==> src/common/npc_cfg_pkg.sv <==
package npc_cfg_pkg;

  // integer register and memory word width
  localparam int XLEN = 64;

  // byte address width on every bus
  localparam int ADDR_W = 32;

  // one strobe bit per byte of a word
  localparam int MASK_W = 8;

  // rv instructions are 32 bits, two per memory word
  localparam int INST_W = 32;

  // byte offset bits inside a memory word
  localparam int OFF_W = $clog2(MASK_W);

  // memory depth in 64-bit words
  localparam int MEM_WORDS = 1024;
  localparam int MEM_IDX_W = $clog2(MEM_WORDS);

  // cycles from accepted read valid to read ready
  localparam int MEM_RD_LAT = 2;
  localparam int LAT_CNT_W = $clog2(MEM_RD_LAT + 1);

  // first fetch after reset
  localparam logic [ADDR_W-1:0] RESET_PC = 32'h0000_0000;

endpackage

==> src/common/mem_bus_pkg.sv <==
package mem_bus_pkg;

  import npc_cfg_pkg::*;

  // read request, held with its valid until ready
  typedef struct packed {
    logic [ADDR_W-1:0] addr;
    logic [MASK_W-1:0] rmask;
  } rd_req_t;

  // read data, meaningful only while ready is high
  typedef struct packed {
    logic [XLEN-1:0] rdata;
  } rd_rsp_t;

  // write request, committed on the ready edge
  typedef struct packed {
    logic [ADDR_W-1:0] addr;
    logic [MASK_W-1:0] wmask;
    logic [XLEN-1:0]   wdata;
  } wr_req_t;

  typedef enum logic {
    LSU_LOAD,
    LSU_STORE
  } lsu_op_e;

  // access size, byte to dword
  typedef enum logic [1:0] {
    SZ_B,
    SZ_H,
    SZ_W,
    SZ_D
  } lsu_size_e;

  // command into the load/store unit
  typedef struct packed {
    lsu_op_e           op;
    lsu_size_e         size;
    logic              unsigned_ld;
    logic [ADDR_W-1:0] addr;
    logic [XLEN-1:0]   wdata;
  } lsu_req_t;

  typedef enum logic [1:0] {
    ARB_IDLE,
    ARB_IF_READ,
    ARB_MEM_READ
  } arb_state_e;

  typedef enum logic [1:0] {
    FE_REQ,
    FE_WAIT,
    FE_HOLD
  } fetch_state_e;

  typedef enum logic [1:0] {
    LS_IDLE,
    LS_READ,
    LS_WRITE,
    LS_RESP
  } lsu_state_e;

endpackage

==> src/design/ifu_fetch.sv <==
`timescale 1ns/1ps

// instruction fetch, pc steps by 4
// one instruction buffered at the output
module ifu_fetch
  import npc_cfg_pkg::*;
  import mem_bus_pkg::*;
(
  input  logic              clk,
  input  logic              rst_n_i,
  // redirect from the core
  input  logic              redirect_valid_i,
  input  logic [ADDR_W-1:0] redirect_pc_i,
  // read channel to the arbiter
  output logic              req_valid_o,
  output rd_req_t           req_o,
  input  logic              rsp_ready_i,
  input  rd_rsp_t           rsp_i,
  // instruction out
  output logic              inst_valid_o,
  output logic [INST_W-1:0] inst_o,
  output logic [ADDR_W-1:0] inst_pc_o,
  input  logic              inst_ready_i
);

  fetch_state_e      state_q;
  logic [ADDR_W-1:0] pc_q;
  // pc of the read in flight, stable while valid is up
  logic [ADDR_W-1:0] fetch_addr_q;
  // in-flight read predates a redirect
  logic              stale_q;
  logic              inst_valid_q;
  logic [INST_W-1:0] inst_q;
  logic [ADDR_W-1:0] inst_pc_q;

  logic [ADDR_W-1:0] pc_target;
  logic              drop_rsp;
  logic [INST_W-1:0] rsp_half;

  assign pc_target = redirect_valid_i ? redirect_pc_i : pc_q;
  assign drop_rsp  = stale_q || redirect_valid_i;

  // pc bit 2 picks the upper half of the word
  assign rsp_half = fetch_addr_q[OFF_W-1] ? rsp_i.rdata[XLEN-1 -: INST_W]
                                          : rsp_i.rdata[INST_W-1:0];

  always_ff @(posedge clk or negedge rst_n_i) begin
    if (!rst_n_i) begin
      // empty hold, leaves for the first fetch
      state_q      <= FE_HOLD;
      pc_q         <= RESET_PC;
      fetch_addr_q <= RESET_PC;
      stale_q      <= 1'b0;
      inst_valid_q <= 1'b0;
    end else begin
      if (redirect_valid_i) begin
        pc_q <= redirect_pc_i;
      end
      case (state_q)
        FE_REQ, FE_WAIT: begin
          if (rsp_ready_i) begin
            stale_q <= 1'b0;
            if (drop_rsp) begin
              // refetch from the new pc
              fetch_addr_q <= pc_target;
              state_q      <= FE_REQ;
            end else begin
              pc_q         <= pc_q + ADDR_W'(4);
              inst_valid_q <= 1'b1;
              state_q      <= FE_HOLD;
            end
          end else begin
            if (redirect_valid_i) begin
              stale_q <= 1'b1;
            end
            state_q <= FE_WAIT;
          end
        end
        FE_HOLD: begin
          // redirect drops the held instruction
          if (redirect_valid_i || !inst_valid_q || inst_ready_i) begin
            inst_valid_q <= 1'b0;
            fetch_addr_q <= pc_target;
            state_q      <= FE_REQ;
          end
        end
        default: begin
          state_q <= FE_HOLD;
        end
      endcase
    end
  end

  // output register, loaded only by a live response
  always_ff @(posedge clk) begin
    if ((state_q != FE_HOLD) && rsp_ready_i && !drop_rsp) begin
      inst_q    <= rsp_half;
      inst_pc_q <= fetch_addr_q;
    end
  end

  assign req_valid_o = (state_q == FE_REQ) || (state_q == FE_WAIT);
  // word aligned, all bytes wanted
  assign req_o.addr  = {fetch_addr_q[ADDR_W-1:OFF_W], OFF_W'(0)};
  assign req_o.rmask = '1;

  assign inst_valid_o = inst_valid_q;
  assign inst_o       = inst_q;
  assign inst_pc_o    = inst_pc_q;

endmodule

==> config.mk <==
export PLATFORM = sky130hd
export DESIGN_NAME = ifu_fetch
export DESIGN_NICKNAME = d
export VERILOG_FILES = /design/src/common/npc_cfg_pkg.sv /design/src/common/mem_bus_pkg.sv /design/src/design/ifu_fetch.sv
export SDC_FILE = /design/constraint.sdc
export NUM_CORES = 1
export LEC_CHECK = 0
export BUFFER_PORTS_ARGS = -buffer_cell sky130_fd_sc_hd__buf_4
export CAP_MARGIN = 25
export CORE_ASPECT_RATIO = 0.7
export CORE_MARGIN = 2
export CORE_UTILIZATION = 45
export CTS_CLUSTER_DIAMETER = 150
export DETAILED_ROUTE_END_ITERATION = 10
export HOLD_SLACK_MARGIN = 0.15
export PLACE_DENSITY = 0.76
export SLEW_MARGIN = 15
export SYNTH_ARGS = -nofsm -noshare
export SYNTH_HDL_FRONTEND = slang
export SYNTH_SLANG_ARGS = --single-unit
==> constraint.sdc <==
create_clock -name clk -period 2.8 [get_ports clk]
set_input_delay 0.14 -clock clk [delete_from_list [all_inputs] [get_ports clk]]
set_output_delay 0.14 -clock clk [all_outputs]
set_load 0.05 [all_outputs]
=== Word level (Yosys, flattened, before mapping) ===
Cells that the tools add are included.

* Output and inout port bits: 106
* Bits of input ports: 101
* Logic and storage cells: 49
* Register bits after elaboration: 132

* Eq/ne operators: 7
* Reductions and logical operators: 15
* Multiplexer cells: 19
* Add/sub/neg operators: 1

{| class="wikitable"
|+ Operator list
! operator !! number
|-
| two-way mux 32 bit || 8
|-
| one-hot mux 32 bit (2 select lines) || 1
|-
| adder 32 x 3 -> 32 bit (second input constant) || 1
|-
| inequality test 2 bit (second input constant) || 5
|-
| AND reduction 4 bit || 2
|-
| two-way mux 2 bit || 3
|-
| two-way mux 1 bit || 5
|-
| logical OR 1 bit || 4
|-
| one-hot mux 2 bit (2 select lines) || 1
|-
| nonzero test 2 bit || 2
|-
| == test 2 x 1 -> 1 bit (second input constant) || 1
|-
| == test 2 bit (second input constant) || 1
|-
| logical AND 1 bit || 2
|-
| zero test 1 bit || 2
|-
| zero test 2 bit || 1
|-
| one-hot mux 1 bit (2 select lines) || 1
|-
| AND reduction 2 bit || 1
|-
| OR reduction 2 bit || 1
|}

=== Longest topological paths before layout ===
Gate-level depths: netlist of run 1.

* Word-level depth: 5
* Gate-level depth with buffers: 7
* Mapped depth without buffers: 5

=== Worst setup path before layout of run 1 ===
OpenSTA, ideal clock, no wires.

* Path kind: reg2reg
* Start: register stale_q
* End: register inst_q[0], in the netlist inst_o[0] (enable)
* Required time: 2371 ps
* Path buffers: 0
* Slack: 172 ps
* Period minus slack after synthesis: 2628 ps
* Arrival: 2199 ps
* Cell stages (with the launch flop): 3
* Setup time: 429 ps
* Path through: dfrtp_1 -> nor2_1 -> and3_1

* Longest elaborated chain between the ends: 3

{| class="wikitable"
|+ RTL lines
! element !! RTL line !! text
|-
| start, declared || ifu_fetch.sv:31 || <nowiki>logic stale_q;</nowiki>
|-
| start signal, assigned || ifu_fetch.sv:53 || <nowiki>stale_q <= 1'b0;</nowiki>
|-
| start signal, assigned || ifu_fetch.sv:62 || <nowiki>stale_q <= 1'b0;</nowiki>
|-
| start signal, assigned || ifu_fetch.sv:74 || <nowiki>stale_q <= 1'b1;</nowiki>
|-
| logical OR 1 bit || ifu_fetch.sv:41 || <nowiki>assign drop_rsp = stale_q || redirect_valid_i;</nowiki>
|-
| zero test 1 bit || ifu_fetch.sv:96 || <nowiki>if ((state_q != FE_HOLD) && rsp_ready_i && !drop_rsp) begin</nowiki>
|-
| logical AND 1 bit || ifu_fetch.sv:96 ||
|-
| end signal, assigned || ifu_fetch.sv:97 || <nowiki>inst_q <= rsp_half;</nowiki>
|-
| end, declared || ifu_fetch.sv:33 || <nowiki>logic [INST_W-1:0] inst_q;</nowiki>
|}

No other way between the ends.
A chain may end at the register's enable or synchronous reset.

=== Worst setup path after layout of run 1 ===
* Start: register pc_q[13]
* End: register pc_q[29]

* Longest elaborated chain between the ends: 4

{| class="wikitable"
|+ RTL lines
! element !! RTL line !! text
|-
| start, declared || ifu_fetch.sv:27 || <nowiki>logic [ADDR_W-1:0] pc_q;</nowiki>
|-
| start signal, assigned || ifu_fetch.sv:57 || <nowiki>pc_q <= redirect_pc_i;</nowiki>
|-
| start signal, assigned || ifu_fetch.sv:68 || <nowiki>pc_q <= pc_q + ADDR_W'(4);</nowiki>
|-
| adder 32 x 3 -> 32 bit || ifu_fetch.sv:68 ||
|-
| two-way mux 32 bit || ifu_fetch.sv:63 || <nowiki>if (drop_rsp) begin</nowiki>
|-
| two-way mux 32 bit || ifu_fetch.sv:61 || <nowiki>if (rsp_ready_i) begin</nowiki>
|-
| two-way mux 32 bit || ifu_fetch.sv:59 || <nowiki>case (state_q)</nowiki>
|}

No other way between the ends.

==> flow_summary.toml, run 1 <==
[status]
status = "complete, no violations"

[worst_setup_path]
cp-startpoint = "pc_q[13]"
crit_type = "register to register"
worstPathMaxFanout = 8
cp-end-kind = "register"
reg2reg_from = "pc_q[13]"
timing.rr.end = "pc_q[29]"
cp.arrival_ns = 2.44
worst_setup_path_start_kind = "register"
critical_path_required_ns = 3.12
crit_end = "pc_q[29]"
r2r_cells = 4
r2r_setup_slack_ns = 0.68

[synth]
synth_area_leaders = "edfxtp_1 (31%), dfrtp_1 (27%), mux2_2 (6.5%), buf_4 (5.2%), mux2i_1 (4.7%)"
ys_ff_latch = 132
synth_largest_area_cell = "edfxtp_1"
synth-edff-count = 64
yosysSeqAreaShare = 0.5831
avgSynthCellArea_um2 = 12.09
syn_inst = 514
ys_warn_count = 0
ys_async_sr_fraction = 0.5152
synth_flop_cell = "dfrtp_1"
ys_types = 53
yosys.area.top_type_share = 0.3092
synth_area_um2 = 6216

[sta]
rsz0062_at_grt = "false"
max_freq_mhz = 472.0
tightest_slew_ns = 0.8984
hold_slack_ns = 0.3246
min_period_ns = 2.118
final_max_slew_viol_count = 0
tns_ns = 0
final_hold_viol_count = 0
slew_headroom = 0.4011
finClkSkew_ns = 0.009094
finalSetupViolCount = 0
fin_crit_sh = 0.7566

[clocking]
clock_latency_ns = 0.41
clock_path_buffers = 2
numCtsBuffers = 17
cts_sinks = 132
htreeDepth = 4
clk_pin_slew_ns = 0.06
cts_root_buf = "clkbuf_16"
cts_resized = 0
cts_tree = "done"
cts_setup_buffers = 0
ctsHoldBuffers = 99

[global_routing]
grt_max_degree = 69
grt_antenna_before_repair = 0
track_usage = 0.2347
grt_pass1_vias = 5053
grt.overflow.total = 0
grt_pass1_wl_mm = 26.29

[place]
io_buffer_count = 195
gp_congestion = 0.9129
dp_hpwl_mm = 10.90
place_inst = 841

[drt]
vias = 5137
drc_errors = 0
ant_nets = 0
drtIter0Drc = 352
routedWlPerCell_um = 17.87
drt_wl_total_mm = 17.37
viasPerCell = 5.285
first_pass_iters = 5

[pwr]
irDropWorstVdd_uv = 607.2
p_leak_nw = 3.839
power_per_cell_area_nw_per_um2 = 922.8

[floorplan]
start_util = 0.4669
coreArea_um2 = 13310
floorplan.rows = 35
die_y_um = 102.3
die_w_um = 144.5
die-area_um2 = 14780
boundaryPins = 207

[worst_hold_path]
min_from = "redirect_valid_i"
hp-class = "primary input to register"

[layout]
area_growth_pct = 46.86
nets = 876
fillers = 1001
stdcell_count = 972
diodes = 0
drive_gt1_frac = 0.3621

[flow_run]
max_cap_viol_count = 0
-- where the power goes --
part / switching, mW / internal, mW
combinational: 2.18 / 1.24
clock: 0.810 / 1.24
sequential: 0.345 / 2.62
total: 3.33 / 5.09
-- cells in the mapped netlist, drive strengths merged, types with 4 or more instances --
cell	number
a211oi	6
a21oi	43
a221oi	4
a311oi	10
and2	4
and3	8
and4	4
buf	48
clkbuf	20
dfrtp	67
edfxtp	64
inv	9
mux2	36
mux2i	29
nand2	12
nand3	12
nand4	15
nor2	66
nor3	8
nor4	7
o21ai	5
o221a	4
-- kinds of logic (layout without fill, tap and decap cells) --
kind of cell,Yosys count,count (layout),synth area share
buffers and inverters,77,341,0.07367
multiplexers,65,65,0.1119
AND/OR/NAND/NOR,146,146,0.1284
flip-flops,132,132,0.5831
adder cells (fa/ha/maj),1,1,0.002013
AO/OA/AOI/OAI,91,91,0.09964
other,2,11,0.001208
-- flip-flops by register name (all words and copies together) (netlist names) --
name / flops
state_q: 2
inst_pc_o: 32
inst_o: 32
fetch_addr_q: 32
stale_q: 1
inst_valid_o: 1
pc_q: 32
-- cells in the final DEF (no fill, tap or decap), drive strengths merged, types with 2 or more instances in the layout --
cell type    netlist  final
o211a              3      3
nor4               7      7
nor3               8      8
o21ai              5      5
o221a              4      4
nor2              66     66
a21oi             43     43
and2               4      4
a21o               2      2
nand3             12     12
clkinv             0      6
dlygate4sd3        0     99
a211oi             6      6
and3               8      8
dfrtp             67     67
a311oi            10     10
edfxtp            64     64
conb               2     11
mux2i             29     29
nand2b             3      3
nand4             15     15
a31oi              2      2
clkinvlp           0      3
clkbuf            20     22
nand2             12     12
o31a               2      2
a221oi             4      4
mux2              36     36
inv                9      9
nor3b              2      2
o32ai              3      3
o22ai              2      2
buf               48    201
and4               4      4
-- critical path, cell delays in order (launching register included) --
cell and delay [ns]:
dfrtp_1 0.48, and4_1 0.43, nand4_2 0.30, or4_1 0.56
a211oi_1 0.24
-- layer usage --
metal | global-route usage | part of all wire | up-vias
li1 | - | - | 2379
met1 | 0.3137 | 0.42 | 2511
met2 | 0.3821 | 0.50 | 225
met3 | 0.05342 | 0.068 | 22
met4 | 0.08140 | 0.017 | 0
met5 | 0 | 0 | -
-- area by class of cell --
type                    count  area [µm²]  share of cell area
inverters                   9       33.78            0.003701
clock inverters            10       86.33            0.009457
well taps                 185       231.5             0.02536
clock buffers              22       454.2             0.04975
multi-input cells         314        2186              0.2394
repair buffers            300        2512              0.2752
flip-flops and latches    132        3625              0.3971
-- worst min path at each step --
stage                            end  slack, ns  depth (start not counted)
floorplan            fetch_addr_q[0]      -0.16                          0
global placement    fetch_addr_q[15]       0.30                          1
detailed placement  fetch_addr_q[17]       0.32                          1
CTS                         pc_q[21]       0.31                          3
global route                 stale_q       0.35                          3
finish                      pc_q[21]       0.32                          3
-- metrics by stage --
| stage | cell area (µm²) | utilization | power (mW) | setup WS, ns |
|---|---|---|---|---|
| finish | 9129 | 0.6857 | 8.424 | 0.6815 |
| global route | 9129 | 0.6857 | 8.792 | 0.5770 |
| CTS | 9129 | 0.6857 | 8.415 | 0.7333 |
| detailed placement | 7597 | 0.5707 | 6.109 | 0.6738 |
| global placement | 7597 | 0.5707 | 6.024 | 0.7695 |
| floorplan | 6250 | - | 5.416 | 0.1715 |
Power figures use the tool's default switching activity.
==> inputs of run 2 (changes only) <==
--- a/config.mk
+++ b/config.mk
@@ -13,7 +13,7 @@
 export CTS_CLUSTER_DIAMETER = 150
 export DETAILED_ROUTE_END_ITERATION = 10
 export HOLD_SLACK_MARGIN = 0.15
-export PLACE_DENSITY = 0.76
+export PLACE_DENSITY = 0.73
 export SLEW_MARGIN = 15
 export SYNTH_ARGS = -nofsm -noshare
 export SYNTH_HDL_FRONTEND = slang
==> constraint.sdc (replaced) <==
create_clock -name clk -period 2.1 [get_ports clk]
set_input_delay 0.105 -clock clk [delete_from_list [all_inputs] [get_ports clk]]
set_output_delay 0.105 -clock clk [all_outputs]
set_load 0.05 [all_outputs]
==> flow_summary.toml, run 2 (synthesis results as in run 1) <==
[worst_setup_path]
reg2reg_from = "fetch_addr_q[2]"
timing.rr.end = "inst_o[10]"
path_delay_family = "buffers and inverters"
path_buf_inv = 2
cp.arrival_ns = 2.14
cpPeakStageDelay_ns = 0.58
crit_type = "register to register"
worst_setup_path_start_kind = "register"
crit_slowest_cell = "dlygate4sd3_1"
cp_cell_sequence = "buf_4 > mux2_2 > dlygate4sd3_1"
critical_path_required_ns = 2.26
crit_end = "inst_o[10]"
worstPathMaxFanout = 33
r2r_setup_slack_ns = 0.12
cp-end-kind = "register"
cp-startpoint = "fetch_addr_q[2]"
r2r_cells = 3
cp.depth = 3

[floorplan]
boundaryPins = 207
floorplan.rows = 35
die_y_um = 102.3
start_util = 0.4669
coreArea_um2 = 13310
die-area_um2 = 14780
die_w_um = 144.5

[layout]
final_cell_mix = "buf_4 (205), dlygate4sd3_1 (101), dfrtp_1 (67)"
nets = 883
layout_commonest_cell = "buf_4"
stdcell_count = 980
drive_gt1_frac = 0.3703
stdcell_area_um2 = 9271
area_growth_pct = 49.15

[worst_hold_path]
hp-class = "primary input to asynchronous set/reset pin"

[sta]
min_period_ns = 1.982
fin_crit_sh = 0.9439
rsz0062_at_grt = "false"
tightest_slew_ns = 0.9007
slew_headroom = 0.3995
max_freq_mhz = 504.5
finClkSkew_ns = 0.009483
tns_ns = 0
hold_slack_ns = 0.3676
finalSetupViolCount = 0
final_max_slew_viol_count = 0
final_hold_viol_count = 0

[global_routing]
grt_pass1_vias = 5129
grt_pass1_wl_mm = 25.76
track_usage = 0.2305
grt_antenna_before_repair = 1
grt.overflow.total = 0
grt_max_degree = 69

[place]
io_buffer_count = 195
dpl_cell_area_um2 = 7631
place_inst = 846
dp_hpwl_mm = 10.86
gp_congestion = 0.8717

[clocking]
cts_tree = "done"
clk_pin_slew_ns = 0.06
cts_resized = 0
numCtsBuffers = 17
clock_path_buffers = 2
cts_root_buf = "clkbuf_16"
cts_sinks = 132
clock_latency_ns = 0.42
htreeDepth = 4

[pwr]
comb_power_share = 0.389
irDropWorstVdd_uv = 932.7
power_per_cell_area_nw_per_um2 = 1255
p_leak_nw = 3.914
seq_power_share = 0.339
power_mw = 11.64
switching_power_mw = 4.493
swShare = 0.3861
p_clk_frac = 0.272
p_int_mw = 7.144

[drt]
drt_wl_total_mm = 16.91
vias = 5150
ant_nets = 0
viasPerCell = 5.255
drtIter0Drc = 237
routedWlPerCell_um = 17.25
first_pass_iters = 4
drc_errors = 0

[flow_run]
max_cap_viol_count = 0

[status]
status = "complete, no violations"
==> run 2: cell count changes in the layout (fill, tap and decap cells not counted), moves of 2 or more <==
cell           delta
dlygate4sd3_1     +2
inv_6             +4
clkbuf_1          -4
buf_4             +5
bufinv_16         +3
clkinv_2          -2
==> run 2: power by group through the flow <==
stage / logic, mW / registers [mW] / clock network [mW]
2_1_floorplan: 2.75 / 4.47 / 0
3_3_place_gp: 4.08 / 3.95 / 0
3_5_place_dp: 4.14 / 3.99 / 0
4_1_cts: 4.51 / 3.95 / 3.20
5_1_grt: 4.80 / 4.03 / 3.32
6_report: 4.53 / 3.95 / 3.16
==> run 2: layout make-up <==
class / count / area, µm²
Clock buffer: 17 / 425.4
Inverter: 9 / 33.78
Tap cell: 185 / 231.5
Sequential cell: 132 / 3625
Clock inverter: 15 / 201.4
Timing Repair Buffer: 307 / 2570
Fill cell: 1006 / 4041
Antenna cell: 1 / 2.502
Multi-Input combinational cell: 314 / 2182
==> run 2: per-layer routing <==
metal / track usage / wire length (µm) / vias to the layer above
met5: 0 / 0 / -
met4: 0.1038 / 442 / 0
met3: 0.05248 / 922 / 37
met2: 0.3737 / 8103 / 202
met1: 0.2996 / 7437 / 2511
li1: - / - / 2400
==> run 2: timing repair <==
| action | CTS | global route |
|---|---|---|
| buffers inserted | 0 | 0 |
| hold buffers | 101 | 0 |
| hold endpoints to repair | 167 | 0 |
| setup endpoints to repair | 0 | 0 |
==> run 2: worst reg2reg max path: cells and delay by family, from the launching register on <==
kind	cells	cell delay, ns
buffers and inverters	2	0.97
multiplexers	1	0.41
flip-flops	1	0.35
==> run 2: metrics by stage <==
| stage | utilization | setup WS, ns |
|---|---|---|
| 2_1_floorplan | - | 0.1777 |
| 3_3_place_gp | 0.5732 | 0.3278 |
| 3_5_place_dp | 0.5732 | 0.2380 |
| 4_1_cts | 0.6962 | 0.1237 |
| 5_1_grt | 0.6964 | 0.02952 |
| 6_report | 0.6964 | 0.1177 |
==> run 2: worst min path at each step <==
stage	startpoint	end	slack, ns	cells after the start
2_1_floorplan	rst_n_i	fetch_addr_q[0]	-0.19	0
4_1_cts	rst_n_i	fetch_addr_q[16]	0.40	2
5_1_grt	rst_n_i	fetch_addr_q[14]	0.44	2
3_3_place_gp	rst_n_i	fetch_addr_q[13]	0.28	1
6_report	rst_n_i	fetch_addr_q[14]	0.37	2
3_5_place_dp	rst_n_i	fetch_addr_q[14]	0.29	1
==> inputs of run 3 (changes only) <==
--- a/config.mk
+++ b/config.mk
@@ -12,6 +12,7 @@
 export CORE_UTILIZATION = 45
 export CTS_CLUSTER_DIAMETER = 150
 export DETAILED_ROUTE_END_ITERATION = 10
+export GPL_TIMING_DRIVEN = 0
 export HOLD_SLACK_MARGIN = 0.15
 export PLACE_DENSITY = 0.73
 export SLEW_MARGIN = 15
==> flow_summary.toml, run 3 (synthesis results as in run 1) <==
[status]
status = "complete, no violations"

[clocking]
numCtsBuffers = 17
clk_pin_slew_ns = 0.06
htreeDepth = 4
clock_path_buffers = 2
clock_latency_ns = 0.41
cts_root_buf = "clkbuf_16"
cts_sinks = 132
cts_tree = "done"

[sta]
tightest_slew_ns = 0.9021
min_period_ns = 1.984
finalSetupViolCount = 0
max_freq_mhz = 504.0
slew_headroom = 0.3986
final_hold_viol_count = 0
tns_ns = 0
fin_crit_sh = 0.9449
hold_slack_ns = 0.1656
rsz0062_at_grt = "false"
final_max_slew_viol_count = 0
final.setup.worst_slack_ns = 0.1158
finClkSkew_ns = 0.005847

[worst_setup_path]
cp-end-kind = "register"
path_delay_family = "simple AND/OR/NAND/NOR gates"
cpMostUsedCell = "a311oi_1"
worstPathMaxFanout = 9
path_buf_inv = 0
crit_slowest_cell = "nor4_4"
cpPeakStageDelay_ns = 0.69
cp_cell_sequence = "nand4_1 > nor4_4 > a311oi_1 > a311oi_1"
critical_path_required_ns = 2.41
cp.arrival_ns = 2.30
worst_setup_path_start_kind = "register"
crit_type = "register to register"

[drt]
first_pass_iters = 5
ant_nets = 0
drtIter0Drc = 565
drt_wl_total_mm = 19.25
routedWlPerCell_um = 18.49
viasPerCell = 5.332
vias = 5551
drc_errors = 0

[pwr]
irDropWorstVdd_uv = 879.5
power_per_cell_area_nw_per_um2 = 1246
p_leak_nw = 4.142
power_mw = 12.04

[place]
dp_hpwl_mm = 12.06
io_buffer_count = 194
gp_congestion = 0.9097
place_ws_ns = -0.1938

[floorplan]
floorplan.rows = 35
coreArea_um2 = 13310
die_w_um = 144.5
boundaryPins = 207
die_y_um = 102.3
die-area_um2 = 14780
start_util = 0.4669

[global_routing]
grt_pass1_vias = 5569
track_usage = 0.2614
grt_pass1_wl_mm = 29.12
grt_antenna_before_repair = 2
grt.overflow.total = 0
grt_max_degree = 69

[layout]
utilization = 0.7254
layout_commonest_cell = "buf_4"
area_growth_pct = 55.35
drive_gt1_frac = 0.4028
final_cell_mix = "buf_4 (242), dlygate4sd3_1 (100), dfrtp_1 (67)"
nets = 943

[worst_hold_path]
hp-class = "primary input to register"

[flow_run]
max_cap_viol_count = 0
-- run 3: cell types whose count changed in the layout (fill, tap and decap cells not counted), sizes merged --
cell         previous run  this run
and3                    8         9
buf                   206       247
clkbuf                 17        36
clkinv                  4         5
diode                   1         2
dlygate4sd3           101       100
inv                    13        12
-- run 3: metrics by stage --
step	instance area, µm²	instances
6_report	9657	1041
5_1_grt	9657	1041
4_1_cts	9587	1034
3_5_place_dp	7943	902
3_3_place_gp	7939	902
2_1_floorplan	6251	523
-- run 3: final timing paths --
| path | from | end | slack [ns] | cells past startpoint |
|---|---|---|---|---|
| worst min register to register | fetch_addr_q[1] | inst_pc_o[1] | 0.45 | 0 |
| min in group asynchronous | rst_n_i | fetch_addr_q[13] | 0.39 | 2 |
| max in group asynchronous | rst_n_i | pc_q[29] | 1.13 | 2 |
| worst min-delay path | redirect_valid_i | pc_q[1] | 0.17 | 2 |
| worst max register to register | pc_q[9] | pc_q[17] | 0.12 | 4 |
| worst max-delay path | pc_q[9] | pc_q[17] | 0.12 | 4 |
-- run 3: where the power goes --
group | total, mW | internal (mW) | switching, mW
clock | 3.18 | 2.00 | 1.18
sequential | 3.94 | 3.49 | 0.443
combinational | 4.92 | 1.84 | 3.08
-- run 3: what timing repair did --
| action | 4_1_cts | 5_1_grt |
|---|---|---|
| endpoints found under the setup margin | 31 | 100 |
| pin swaps | 0 | 2 |
| setup buffers | 0 | 5 |
| hold endpoints to repair | 167 | 0 |
| gates resized for setup | 2 | 15 |
| hold buffers | 100 | 0 |
| cloned | 0 | 1 |
-- run 3: layout make-up --
class / instances / area, µm²
Clock inverter: 15 / 203.9
Buffer: 67 / 427.9
Sequential cell: 132 / 3625
Tap cell: 185 / 231.5
Fill cell: 955 / 3656
Antenna cell: 2 / 5.005
Inverter: 9 / 33.78
Multi-Input combinational cell: 315 / 2210
Timing Repair Buffer: 299 / 2495
Clock buffer: 17 / 425.4
-- run 3: worst register-to-register path, cell delays in order (launching register included) --
cell      delay [ns]
dfrtp_1         0.46
nand4_1         0.31
nor4_4          0.69
a311oi_1        0.21
a311oi_1        0.22
-- run 3: metal layers --
layer / global-route usage / routed length (µm) / share of wire
met2: 0.4258 / 9450 / 0.49
met1: 0.3441 / 7989 / 0.41
met3: 0.06467 / 1430 / 0.074
met4: 0.09559 / 380 / 0.020
met5: 0 / 0 / 0
